**src/hdl/flappy_params.svh**
```systemverilog
// Game constants
// Playfield, start positions, motion and hit margins
`ifndef FLAPPY_PARAMS_SVH
`define FLAPPY_PARAMS_SVH

// Playfield
`define FIELD_WIDTH 160
`define FIELD_FLOOR 116

// Bird column and start height
`define BIRD_X 20
`define BIRD_Y0 40
`define FLAP_RISE 4
`define FALL_STEP 2

// Food start positions, items 1 to 3
`define FOOD_X0_1 112
`define FOOD_X0_2 165
`define FOOD_X0_3 218
`define FOOD_Y0_1 105
`define FOOD_Y0_2 65
`define FOOD_Y0_3 90
`define FOOD_SPACING 53
`define FOOD_Y_BASE 10

// Tree placement relative to its food item
`define TREE_DX 2
`define TREE_DY 6

// Hit and eat margins
`define TREE_LEFT 9
`define TREE_RIGHT 5
`define TREE_TOP 4
`define EAT_RANGE 4

`endif

```
**src/hdl/flappy_pkg.sv**
```systemverilog
// Game types
package flappy_pkg;

    typedef logic [8:0] x_coord_t;
    // Height grows downwards, zero is the top row
    typedef logic [6:0] y_coord_t;
    typedef logic [7:0] score_t;

    typedef struct packed {
        x_coord_t x;
        y_coord_t y;
        logic     eaten;
    } food_pos_t;

    // Element 0 is food item 1
    typedef struct packed {
        y_coord_t            bird_y;
        food_pos_t [2:0]     food;
    } world_t;

    typedef struct packed {
        y_coord_t bird_y;
        score_t   score;
        logic     over;
    } game_status_t;

    typedef enum logic [1:0] {IDLE, UPDATE, JUDGE, ACK} seq_state_t;

endpackage

```
**src/hdl/step_sequencer.sv**
```systemverilog
// Step handshake and play/over control
`timescale 1ns/10ps

module step_sequencer (
    input  logic clock,
    input  logic reset,
    input  logic step_req,
    input  logic flap,
    input  logic start,
    input  logic hit,
    output logic step_ack,
    output logic update_en,
    output logic restart_en,
    output logic flap_en,
    output logic judge_en,
    output logic over
);

    flappy_pkg::seq_state_t state;
    flappy_pkg::seq_state_t state_next;
    logic                   flap_q;
    logic                   start_q;

    always_comb begin
        state_next = state;
        case (state)
            flappy_pkg::IDLE: begin
                if (step_req) begin
                    state_next = flappy_pkg::UPDATE;
                end
            end
            flappy_pkg::UPDATE: state_next = flappy_pkg::JUDGE;
            flappy_pkg::JUDGE:  state_next = flappy_pkg::ACK;
            // Hold here as long as the requester keeps step_req high
            flappy_pkg::ACK: begin
                if (!step_req) begin
                    state_next = flappy_pkg::IDLE;
                end
            end
            default: state_next = flappy_pkg::IDLE;
        endcase
    end

    always_ff @(posedge clock or negedge reset) begin
        if (!reset) begin
            state    <= flappy_pkg::IDLE;
            step_ack <= 1'b0;
            over     <= 1'b0;
        end else begin
            state    <= state_next;
            // Registered, so ack follows ACK state by one cycle both ways
            step_ack <= (state == flappy_pkg::ACK);
            if (restart_en) begin
                over <= 1'b0;
            end else if (state == flappy_pkg::ACK && hit) begin
                over <= 1'b1;
            end
        end
    end

    // Player inputs captured with the request
    always_ff @(posedge clock) begin
        if (state == flappy_pkg::IDLE && step_req) begin
            flap_q  <= flap;
            start_q <= start;
        end
    end

    // Moves only in play, restart only from game over with start
    assign update_en  = (state == flappy_pkg::UPDATE) && !over;
    assign flap_en    = (state == flappy_pkg::UPDATE) && flap_q;
    assign restart_en = (state == flappy_pkg::UPDATE) && over && start_q;
    assign judge_en   = (state == flappy_pkg::JUDGE) && !over;

endmodule

```
**src/hdl/world_update.sv**
```systemverilog
// World state registers
// Bird height, food items and food height generator
`timescale 1ns/10ps
`include "flappy_params.svh"

module world_update (
    input  logic               clock,
    input  logic               reset,
    input  logic               update_en,
    input  logic               restart_en,
    input  logic               flap_en,
    input  logic [2:0]         eaten,
    output flappy_pkg::world_t world
);

    localparam flappy_pkg::y_coord_t BIRD_START = `BIRD_Y0;
    localparam flappy_pkg::y_coord_t RISE = `FLAP_RISE;
    localparam flappy_pkg::y_coord_t FALL = `FALL_STEP;
    localparam flappy_pkg::x_coord_t SPACING = `FOOD_SPACING;
    localparam flappy_pkg::y_coord_t Y_BASE = `FOOD_Y_BASE;
    localparam flappy_pkg::y_coord_t GEN_OFFSET = 20;
    localparam flappy_pkg::x_coord_t START_X [3] = '{`FOOD_X0_1, `FOOD_X0_2, `FOOD_X0_3};
    localparam flappy_pkg::y_coord_t START_Y [3] = '{`FOOD_Y0_1, `FOOD_Y0_2, `FOOD_Y0_3};
    localparam logic [3:0] RAN4_SEED = 4'b1110;
    localparam logic [5:0] RAN6_SEED = 6'b111110;

    flappy_pkg::y_coord_t bird_y;
    flappy_pkg::x_coord_t food_x [3];
    flappy_pkg::y_coord_t food_y [3];
    logic [3:0]           ran4;
    logic [5:0]           ran6;
    logic [2:0]           at_zero;
    logic [2:0]           respawn;
    flappy_pkg::y_coord_t food_y_new;

    always_comb begin
        for (int i = 0; i < 3; i++) begin
            at_zero[i] = (food_x[i] == '0);
        end
    end

    // Only the first item at column zero respawns, item 1 first
    assign respawn = at_zero & ~{at_zero[1] | at_zero[0], at_zero[0], 1'b0};

    // Max 10 + 15 + 63 + 20, fits the height range
    assign food_y_new = Y_BASE + flappy_pkg::y_coord_t'(ran4)
                      + flappy_pkg::y_coord_t'(ran6) + GEN_OFFSET;

    always_ff @(posedge clock or negedge reset) begin
        if (!reset) begin
            bird_y <= BIRD_START;
            ran4   <= RAN4_SEED;
            ran6   <= RAN6_SEED;
            for (int i = 0; i < 3; i++) begin
                food_x[i] <= START_X[i];
                food_y[i] <= START_Y[i];
            end
        end else if (restart_en) begin
            bird_y <= BIRD_START;
            ran4   <= RAN4_SEED;
            ran6   <= RAN6_SEED;
            for (int i = 0; i < 3; i++) begin
                food_x[i] <= START_X[i];
                food_y[i] <= START_Y[i];
            end
        end else if (update_en) begin
            if (flap_en) begin
                bird_y <= bird_y - RISE;
            end else begin
                bird_y <= bird_y + FALL;
            end
            // Generator steps once per game step
            ran4 <= {ran4[2:0], ran4[3] ^ ran4[2]};
            ran6 <= {ran6[4:0], ran6[5] ^ ran6[3] ^ ran6[2]};
            // Respawn goes behind the item before it in the ring
            for (int i = 0; i < 3; i++) begin
                if (respawn[i]) begin
                    food_x[i] <= food_x[(i + 2) % 3] + SPACING;
                    food_y[i] <= food_y_new;
                end else if (at_zero == '0) begin
                    food_x[i] <= food_x[i] - 9'd1;
                end
            end
        end
    end

    always_comb begin
        world.bird_y = bird_y;
        for (int i = 0; i < 3; i++) begin
            world.food[i].x     = food_x[i];
            world.food[i].y     = food_y[i];
            world.food[i].eaten = eaten[i];
        end
    end

endmodule

```
**src/hdl/collision_judge.sv**
```systemverilog
// Hit test, food eating and score
`timescale 1ns/10ps
`include "flappy_params.svh"

module collision_judge (
    input  logic               clock,
    input  logic               reset,
    input  logic               judge_en,
    input  logic               restart_en,
    input  flappy_pkg::world_t world,
    output logic               hit,
    output logic [2:0]         eaten,
    output flappy_pkg::score_t score
);

    localparam flappy_pkg::x_coord_t BIRD_COL = `BIRD_X;
    localparam flappy_pkg::y_coord_t FLOOR = `FIELD_FLOOR;
    localparam flappy_pkg::x_coord_t TREE_DX = `TREE_DX;
    localparam flappy_pkg::y_coord_t TREE_DY = `TREE_DY;
    localparam flappy_pkg::x_coord_t TREE_LEFT = `TREE_LEFT;
    localparam flappy_pkg::x_coord_t TREE_RIGHT = `TREE_RIGHT;
    localparam flappy_pkg::y_coord_t TREE_TOP = `TREE_TOP;
    localparam flappy_pkg::x_coord_t EAT_X = `EAT_RANGE;
    localparam flappy_pkg::y_coord_t EAT_Y = `EAT_RANGE;

    flappy_pkg::x_coord_t tree_x [3];
    flappy_pkg::y_coord_t tree_top [3];
    logic                 edge_hit;
    logic [2:0]           tree_hit;
    logic [2:0]           near;
    logic [2:0]           gone;

    always_comb begin
        // Ceiling at zero, ground from the floor row down
        edge_hit = (world.bird_y == '0) || (world.bird_y >= FLOOR);
        for (int i = 0; i < 3; i++) begin
            tree_x[i]   = world.food[i].x + TREE_DX;
            tree_top[i] = world.food[i].y + TREE_DY;
            tree_hit[i] = (BIRD_COL > tree_x[i] - TREE_LEFT)
                       && (BIRD_COL < tree_x[i] + TREE_RIGHT)
                       && (world.bird_y > tree_top[i] - TREE_TOP);
            // Only food that is still there can be eaten
            near[i] = !world.food[i].eaten
                   && (BIRD_COL > world.food[i].x - EAT_X)
                   && (BIRD_COL < world.food[i].x + EAT_X)
                   && (world.bird_y > world.food[i].y - EAT_Y)
                   && (world.bird_y < world.food[i].y + EAT_Y);
            gone[i] = (world.food[i].x == '0);
        end
    end

    always_ff @(posedge clock or negedge reset) begin
        if (!reset) begin
            hit   <= 1'b0;
            eaten <= '0;
            score <= '0;
        end else if (restart_en) begin
            hit   <= 1'b0;
            eaten <= '0;
            score <= '0;
        end else if (judge_en) begin
            hit   <= edge_hit || (|tree_hit);
            // Flag drops on the step the item is about to respawn
            eaten <= (eaten & ~gone) | near;
            if (|near) begin
                score <= score + 8'd1;
            end
        end
    end

endmodule

```
**src/hdl/flappy_core.sv**
```systemverilog
// Flying game core
`timescale 1ns/10ps

module flappy_core (
    input  logic                     clock,
    input  logic                     reset,
    input  logic                     step_req,
    input  logic                     flap,
    input  logic                     start,
    output logic                     step_ack,
    output flappy_pkg::game_status_t status
);

    logic                 update_en;
    logic                 restart_en;
    logic                 flap_en;
    logic                 judge_en;
    logic                 over;
    logic                 hit;
    logic [2:0]           eaten;
    flappy_pkg::world_t   world;
    flappy_pkg::score_t   score;

    step_sequencer seq0 (
        .clock      (clock),
        .reset      (reset),
        .step_req   (step_req),
        .flap       (flap),
        .start      (start),
        .hit        (hit),
        .step_ack   (step_ack),
        .update_en  (update_en),
        .restart_en (restart_en),
        .flap_en    (flap_en),
        .judge_en   (judge_en),
        .over       (over)
    );

    world_update world0 (
        .clock      (clock),
        .reset      (reset),
        .update_en  (update_en),
        .restart_en (restart_en),
        .flap_en    (flap_en),
        .eaten      (eaten),
        .world      (world)
    );

    collision_judge judge0 (
        .clock      (clock),
        .reset      (reset),
        .judge_en   (judge_en),
        .restart_en (restart_en),
        .world      (world),
        .hit        (hit),
        .eaten      (eaten),
        .score      (score)
    );

    assign status = '{bird_y: world.bird_y, score: score, over: over};

endmodule

```
**config.mk**
```make
export PLATFORM = sky130hd
export DESIGN_NAME = flappy_core
export DESIGN_NICKNAME = d
export VERILOG_FILES = /design/src/hdl/flappy_pkg.sv /design/src/hdl/step_sequencer.sv /design/src/hdl/world_update.sv /design/src/hdl/collision_judge.sv /design/src/hdl/flappy_core.sv
export VERILOG_INCLUDE_DIRS = /design/src /design/src/hdl
export SDC_FILE = /design/constraint.sdc
export NUM_CORES = 1
export LEC_CHECK = 0
export BUFFER_PORTS_ARGS = -buffer_cell sky130_fd_sc_hd__buf_2
export CAP_MARGIN = 15
export CORE_MARGIN = 1.5
export CORE_UTILIZATION = 25
export DETAILED_ROUTE_END_ITERATION = 8
export PLACE_DENSITY = 0.44
export RECOVER_POWER = 25
export SKIP_LAST_GASP = 1
export SLEW_MARGIN = 10
export SYNTH_ARGS = -nofsm -noshare
export SYNTH_HDL_FRONTEND = slang
export SYNTH_HIERARCHICAL = 1
export SYNTH_SLANG_ARGS = --single-unit
```
**constraint.sdc**
```tcl
create_clock -name clock -period 3.75 [get_ports clock]
set_input_delay 0.75 -clock clock [delete_from_list [all_inputs] [get_ports clock]]
set_output_delay 0.75 -clock clock [all_outputs]
set_load 0.01 [all_outputs]
```
## After elaboration in Yosys (flattened, before gate mapping)

Index checks and enable logic that the tools add are counted.

| storage, ports and cells | value |
|---|---|
| flip-flop bits (word level) | 83 |
| input bits | 5 |
| output and inout bits | 17 |
| word-level logic and storage cells | 181 |

| operators by class | value |
|---|---|
| add/sub/neg operators | 39 |
| magnitude comparators | 22 |
| eq/ne operators | 5 |
| mux-type cells | 32 |
| bitwise gates (word level) | 9 |
| reduce and logical (&&, ||, !) cells | 57 |

Operator list:

| cell | number |
|---|---|
| adder 9 x 3 -> 9 bit, second input constant | 6 |
| greater-than comparator 5 x 9 -> 1 bit, first input constant | 6 |
| less-than comparator 5 x 9 -> 1 bit, first input constant | 6 |
| 2-to-1 mux 27 bit | 2 |
| 2-to-1 mux 9 bit | 6 |
| subtractor 7 x 3 -> 7 bit, second input constant | 7 |
| adder 7 x 3 -> 7 bit, second input constant | 6 |
| greater-than comparator 7 bit | 6 |
| 2-to-1 mux 21 bit | 2 |
| 2-to-1 mux 7 bit | 6 |
| adder 9 x 2 -> 9 bit, second input constant | 3 |
| adder 9 x 6 -> 9 bit, second input constant | 3 |
| zero test 9 bit | 3 |
| subtractor 9 x 1 -> 9 bit, second input constant | 3 |
| subtractor 9 x 3 -> 9 bit, second input constant | 3 |
| subtractor 9 x 4 -> 9 bit, second input constant | 3 |
| logical AND 1 bit | 25 |
| 2-to-1 mux 8 bit | 3 |
| less-than comparator 7 bit | 3 |
| AND reduction 2 bit | 8 |
| nonzero test 2 bit | 7 |
| 2-to-1 mux 6 bit | 2 |
| nonzero test 3 bit | 3 |
| adder 8 x 1 -> 8 bit, second input constant | 1 |
| 24 further kinds | 41 |

## Longest topological paths before layout

Gate-level depths: netlist of run 1.

| depth | value |
|---|---|
| depth in word-level cells | 10 |
| depth in mapped cells | 13 |

## Modules after synthesis

The synthesis of run 1 kept the hierarchy.

By module, submodules not included:

| module | instances | cells an instance | area each (um^2) | sequential area each (um^2) |
|---|---|---|---|---|
| collision_judge | 1 | 582 | 4423.0 | 300.3 |
| world_update | 1 | 489 | 4324.1 | 1641.6 |
| step_sequencer | 1 | 25 | 306.5 | 160.2 |
| flappy_core | 1 | 1 | 7.5 | 0.0 |

## Worst setup path before layout of run 1

Ideal clock, no wire load.

| timing path | value |
|---|---|
| path type | reg2reg |
| start point | reg world0.food_y (netlist bit world0/world[39]) |
| end point | reg judge0.score[7] |
| setup time | 0.128 ns |
| data arrival time | 3.322 ns |
| slack | 0.301 ns |
| cell stages (with the launch flop) | 11 |
| buffers on the path | 1 |
| clock period less this slack | 3.449 ns |
| path through | dfstp_2 > clkbuf_1 > nand3_1 > xor2_1 > ha_1 > a211oi_1 > nand4_1 > or4b_4 > or4_4 > a311oi_2 > mux2_1 |

| on the way | value |
|---|---|
| word-level cells in the longest chain between the ends | 7 |
| elaborated cells on any way between the ends | 9 |

RTL lines:

| element | RTL line | RTL |
|---|---|---|
| start, declared | world_update.sv:29 | `flappy_pkg::y_coord_t food_y [3];` |
| start signal, assigned by index | world_update.sv:56 | `food_y[i] <= START_Y[i];` |
| start signal, assigned by index | world_update.sv:64 | `food_y[i] <= START_Y[i];` |
| start signal, assigned by index | world_update.sv:79 | `food_y[i] <= food_y_new;` |
| subtractor 7 x 3 -> 7 bit | collision_judge.sv:46 | `&& (world.bird_y > world.food[i].y - EAT_Y)` |
| greater-than comparator 7 bit | collision_judge.sv:46 |  |
| logical AND 1 bit | collision_judge.sv:46 |  |
| logical AND 1 bit (*) | collision_judge.sv:47 | `&& (world.bird_y < world.food[i].y + EAT_Y);` |
| OR reduction 3 bit (*) | collision_judge.sv:65 | `if (\|near) begin` |
| nonzero test 2 bit (no line) (*) | n/a |  |
| AND reduction 2 bit (no line) (*) | n/a |  |
| end signal, assigned | collision_judge.sv:66 | `score <= score + 8'd1;` |
| end, declared | collision_judge.sv:13 | `output flappy_pkg::score_t score` |

Every way passes the cells marked *; elsewhere a longest branch is shown, timed or not.
A chain may end at the register's enable or synchronous reset.

## Worst setup path after layout of run 1

| timing path | value |
|---|---|
| start point | reg world0.food_y (netlist bit world0/world[38]) |
| end point | reg judge0.score[7] |

The elaborated chain is that of the path after synthesis.

==> impl_metrics.ini, run 1 <==
[outcome]
status = finished, violations left
violations = DRC, capacitance limit, slew limit

[critical_path]
path_cells = ha_2, nand3_1, xor2_1, ha_1, a211oi_2, nand4_1, or4b_4, or4_4, a311oi_2, mux2_1
start_kind = register
crit_family = simple AND/OR/NAND/NOR gates
arrival_ns = 3.80
cp.depth = 10
cp.required_ns = 3.99
cp_max_fo = 7
worstRegToRegCells = 10
slowest_delay_ns = 0.61
critPathKind = reg2reg
critPathBufInv = 0
r2r_slack_ns = 0.19
critPathSlowestCell = dfstp_2
endpoint_kind = register

[sta]
rsz0062_at_grt = no
finalClockSkew_ns = 0.0110
period_needed_ns = 3.56
slew_headroom_pct = -101
tns_ns = 0
worst-slew-pin-transition_ns = 3.02
fmax_mhz = 281
hold_viol = 0
fin_crit_sh_pct = 95.1
final_max_slew_viol_count = 48
setup_violations = 0

[routing]
avgViaCountPerCell = 5.14
wire_per_inst_um = 17.4
final_antenna_net_count = 0
firstDrtPassIters = 9
initialDrtViolationCount = 478
num_vias = 8053
drt_drc_violations_left = 3
drt-total-wl_um = 27300

[final_layout]
syn2layout_area_growth_pct = 11.1
antennaDiodeCount = 0
design_area_um2 = 10100
drive_gt1_share_pct = 12.7
nNetsFinal = 1229
regArea_um2 = 2100
final_core_util_pct = 28.2
nFillCells = 3882
multi_input_area_um2 = 6420

[grt]
grt-ovfl-total = 0
grt_pass1_wl_um = 44600
first_global_vias = 8000
grt.total_usage_pct = 14.8
grt_max_degree = 48
grt_antenna_before_repair = 0

[clock_tree]
clock_sinks = 82
postCtsSetupRepairBufs = 0
insertion_delay_ns = 0.35
cts_max_level = 3
clkTransAtPathRegs_ns = 0.07
cts_tree = yes
clock-root-buffer = clkbuf_16
clk_path_buf_depth = 2
cts_buffers = 9

[yosys]
synth_top_cell_area_share_pct = 16.7
synth.most_common_cell = ha_1
synth_ff_type = dfrtp_1
yosys_warnings = 6
synth_xor_area_share_pct = 8.89
async_reset_ff_share_pct = 97.6
synth_area_leaders = ha_1 (17%), dfrtp_1 (13%), dfstp_2 (9.3%)
synth.avg_cell_area_um2 = 8.26
ys_ff_latch = 82
synth.distinct_cells = 90
synth_fa_ha_area_share_pct = 16.9
muxShareOfSynthArea_pct = 3.55
synth_edf_count = 2
yosys-top-cells-count = ha_1 (121), nand2_1 (89), nor2_1 (78)
yosysSeqAreaShare_pct = 23.2
synth-compound-area-share_pct = 19.3
yosys.area_share.simple_pct = 22.0
syn_nets = 1224
netlist_area_um2 = 9060
syn_inst = 1097
yosys.area.top_type = ha_1
synth_top_family_by_area = simple AND/OR/NAND/NOR gates

[power_and_ir_drop]
power.total_mw = 8.28
power.leakage_nw = 4.16
ir_drop_mv = 0.259
pwr_density_cell_nw_per_um2 = 822

[die]
rows = 69
initial_utilization_pct = 25.4
ioPinCount = 22
die_w_um = 193
die_h_um = 193
core_um2 = 35700
die-area_um2 = 37400

[placement]
dp_hpwl_um = 20700
gp_congestion = 0.807
dpl_cell_area_um2 = 9750
io_buffer_count = 20

[run]
timing.max_cap.violations = 1

[hold_path]
hold_depth = 2
hp-class = reg2reg
stage by stage:
stage          cells  hold WS [ns]  setup slack, ns
5_1_grt         1568         0.516           0.0475
2_1_floorplan   1097         0.454            0.301
6_report        1568         0.493            0.186
3_3_place_gp    1552         0.485            0.220
4_1_cts         1568         0.479            0.129
3_5_place_dp    1552         0.487            0.148
worst min-delay path, cell delays in order (launching register included):
cell and delay [ns]:
dfstp_2 0.37, nand2_1 0.05, nand3_1 0.06
flip-flops by register name, summed over array words and instances (netlist names):
signal	cells
seq0/step_ack	1
seq0/state	2
world0/world	48
world0/ran4	4
seq0/flap_q	1
world0/bird_y	6
judge0/hit	1
world0/ran6	6
judge0/score	8
judge0/eaten	3
seq0/over	1
seq0/start_q	1
cell type report:
class	instances	share of cell area (%)
Sequential cell	82	20.9
Clock buffer	11	2.31
Multi-Input combinational cell	883	63.7
Clock inverter	5	0.783
Timing Repair Buffer	60	4.09
Tap cell	461	5.73
Inverter	66	2.46
cell usage in the layout, fill, tap and decap left out, types with 39 or more instances in the layout:
cell | synthesis | routed
nand2_1 | 89 | 89
dfrtp_1 | 48 | 48
nor2_1 | 78 | 78
xnor2_1 | 48 | 48
a21oi_1 | 65 | 65
buf_4 | 7 | 39
ha_1 | 121 | 120
o21ai_0 | 49 | 49
inv_1 | 65 | 65
xor2_1 | 44 | 44
nand3_1 | 52 | 52
layer usage:
layer / vias to the layer above / GRT usage [%] / wire length [µm]
met5: - / 0 / 0
met4: 0 / 3.24 / 391
met3: 25 / 2.07 / 912
met2: 122 / 24.5 / 12600
met1: 3921 / 20.5 / 13400
li1: 3985 / - / -
final timing paths:
kind,start,to
max,world0/world[38],judge0/score[7]
min,world0/world[18],world0/world[18]
max reg2reg,world0/world[38],judge0/score[7]
min reg2reg,world0/world[18],world0/world[18]
max in group asynchronous,reset,world0/world[21]
min in group asynchronous,reset,judge0/score[6]
logic make-up after synthesis:
group	count (synthesis)
AOI/OAI and AO/OA	257
xor gates and xnor gates	92
adders and majority gates	122
buffers and inverters	132
DFF	82
muxes	31
other	1
and+or+nand+nor	380
power breakdown:
group / internal, mW / total, mW / switching (mW)
registers: 1.30 / 1.92 / 0.617
clock network: 0.586 / 0.999 / 0.413
logic: 2.22 / 5.36 / 3.14
repair_timing:
action,in CTS,in global routing
setup endpoints to repair,0,4
gates resized for setup,0,2
hold buffers,0,0
endpoints found under the hold margin,0,0
No activity file was read; power rests on OpenSTA's default activity.
==> run 2: changes to the inputs <==
--- a/config.mk
+++ b/config.mk
@@ -11,7 +11,6 @@
 export CORE_MARGIN = 1.5
 export CORE_UTILIZATION = 25
 export DETAILED_ROUTE_END_ITERATION = 8
-export PLACE_DENSITY = 0.44
 export RECOVER_POWER = 25
 export SKIP_LAST_GASP = 1
 export SLEW_MARGIN = 10
==> run 2 against run 1 <==
The flow still finishes with violations (DRC, capacitance limit, slew limit). First-iteration DRC count is 39% higher. Combinational power is 2% lower. Final cell count is 0.45% lower. Die area unchanged. Wire length decreased by 8.6%. Critical path type unchanged.
==> impl_metrics.ini, run 2 (synthesized netlist as in run 1, its figures left out) <==
[sta]
fin_crit_sh_pct = 95.9
hold_ws_ns = 0.500
worst-slew-pin-transition_ns = 1.65
hold_viol = 0
period_needed_ns = 3.60
finalClockSkew_ns = 0.00628
fmax_mhz = 278
final_max_slew_viol_count = 57
tns_ns = 0
slew_headroom_pct = -10.2
worst_slack_ns = 0.154
setup_violations = 0
rsz0062_at_grt = no

[clock_tree]
cts_buffers = 9
clkTransAtPathRegs_ns = 0.07
cts_resized = 0
clock-root-buffer = clkbuf_16
clock_sinks = 82
cts_max_level = 3
insertion_delay_ns = 0.35
cts_hold_buf = 0
postCtsSetupRepairBufs = 0
clk_path_buf_depth = 2
cts_tree = yes

[hold_path]
hold_depth = 2
min_from = world0/world[18]
hold_path_end = world0/world[18]
hp-class = reg2reg

[final_layout]
nFillCells = 3818
multi_input_area_um2 = 6400
nNetsFinal = 1222
regArea_um2 = 2100
drive_gt1_share_pct = 12.0
antennaDiodeCount = 0
layoutNonFillerInstCount = 1561
layout_commonest_cell = ha_1
layout_common_cells = ha_1 (121), nand2_1 (89), nor2_1 (78), inv_1 (65), a21oi_1 (65)
syn2layout_area_growth_pct = 10.5
largest_reg_flops = 48

[placement]
dp_hpwl_um = 18600
detailedPlace.worstSlack_ns = 0.192
gp_congestion = 0.848
io_buffer_count = 20
post-place-cells = 1545

[critical_path]
critPathSlowestCell = dfstp_2
timing.rr.end = judge0/score[7]
worstRegToRegCells = 12
endpoint_kind = register
cp.required_ns = 3.98
worstReg2RegStart = world0/world[4]
start_kind = register
cp_max_fo = 7
arrival_ns = 3.83
slowest_delay_ns = 0.61
path_cells = inv_1, ha_1, nand2_1, xor2_1, ha_1, nand4_1, a2bb2oi_1, nand4_1, a2111o_1, or4_1, a311oi_2, mux2_1
critPathKind = reg2reg
r2r_slack_ns = 0.15

[outcome]
status = finished, violations left
violations = DRC, capacitance limit, slew limit

[routing]
num_vias = 8142
drt-total-wl_um = 25000
wire_per_inst_um = 16.0
avgViaCountPerCell = 5.22
initialDrtViolationCount = 666
drt_drc_violations_left = 3
final_antenna_net_count = 0
firstDrtPassIters = 9

[die]
core_um2 = 35700
die-area_um2 = 37400
die_w_um = 193
ioPinCount = 22
die_h_um = 193
initial_utilization_pct = 25.4
rows = 69

[grt]
grt.total_usage_pct = 13.3
grt-ovfl-total = 0
grt_pass1_wl_um = 41100
grt_antenna_before_repair = 1
first_global_vias = 7823
grt_max_degree = 51

[power_and_ir_drop]
power.leakage_nw = 4.12
pwr_density_cell_nw_per_um2 = 817
ir_drop_mv = 0.260
power.total_mw = 8.18

[run]
timing.max_cap.violations = 3
[run 2: changes by cell type in the layout (fill, tap and decap cells not counted)]
| cell | previous run | this run |
|---|---|---|
| buf_4 | 39 | 30 |
| clkinv_2 | 2 | 0 |
| clkinv_4 | 0 | 2 |
| a211oi_1 | 10 | 11 |
| a211oi_2 | 1 | 0 |
| clkinvlp_4 | 0 | 1 |
| ha_1 | 120 | 121 |
| ha_2 | 1 | 0 |
| inv_4 | 0 | 1 |
| nor2b_2 | 0 | 1 |
| nor2b_4 | 1 | 0 |
[run 2: worst max path at each step]
stage                startpoint              end  slack (ns)
3_5_place_dp    world0/world[4]  judge0/score[7]        0.19
2_1_floorplan  world0/world[39]  judge0/score[7]        0.30
3_3_place_gp   world0/world[38]  judge0/score[7]        0.23
6_report        world0/world[4]  judge0/score[7]        0.15
4_1_cts         world0/world[4]  judge0/score[7]        0.17
5_1_grt         world0/world[4]  judge0/score[7]        0.02
[run 2: routing by layer]
metal	up-vias	routed length (µm)	GRT usage [%]
li1	3976	-	-
met1	3970	11700	17.9
met2	169	12000	22.7
met3	25	900	1.67
met4	2	354	3.30
met5	-	19	0
[run 2: layout make-up]
type,instances,area share [%]
Sequential cell,82,21.0
Clock inverter,7,1.00
Timing Repair Buffer,53,3.51
Clock buffer,9,2.25
Multi-Input combinational cell,883,64.0
Inverter,66,2.48
Tap cell,461,5.76
[run 2: report_power, final]
part           switching, mW  total [mW]  internal [mW]
Clock                  0.403       0.992          0.589
Sequential             0.635        1.94           1.30
Combinational           3.06        5.25           2.19
[run 2: worst max-delay path: cells and delay by family, from the launching register on]
family	cells	cell delay (ns)
simple gates	4	0.91
compound gates	3	0.90
flops	1	0.61
fa+ha+maj	2	0.48
mux	1	0.34
xor+xnor	1	0.18
buf+inv	1	0.06
[run 2: metrics by stage]
step / instance area [µm²] / util [%]
2_1_floorplan: 9060 / -
3_3_place_gp: 9690 / 27.2
3_5_place_dp: 9690 / 27.2
4_1_cts: 10000 / 28.1
5_1_grt: 10000 / 28.1
6_report: 10000 / 28.1
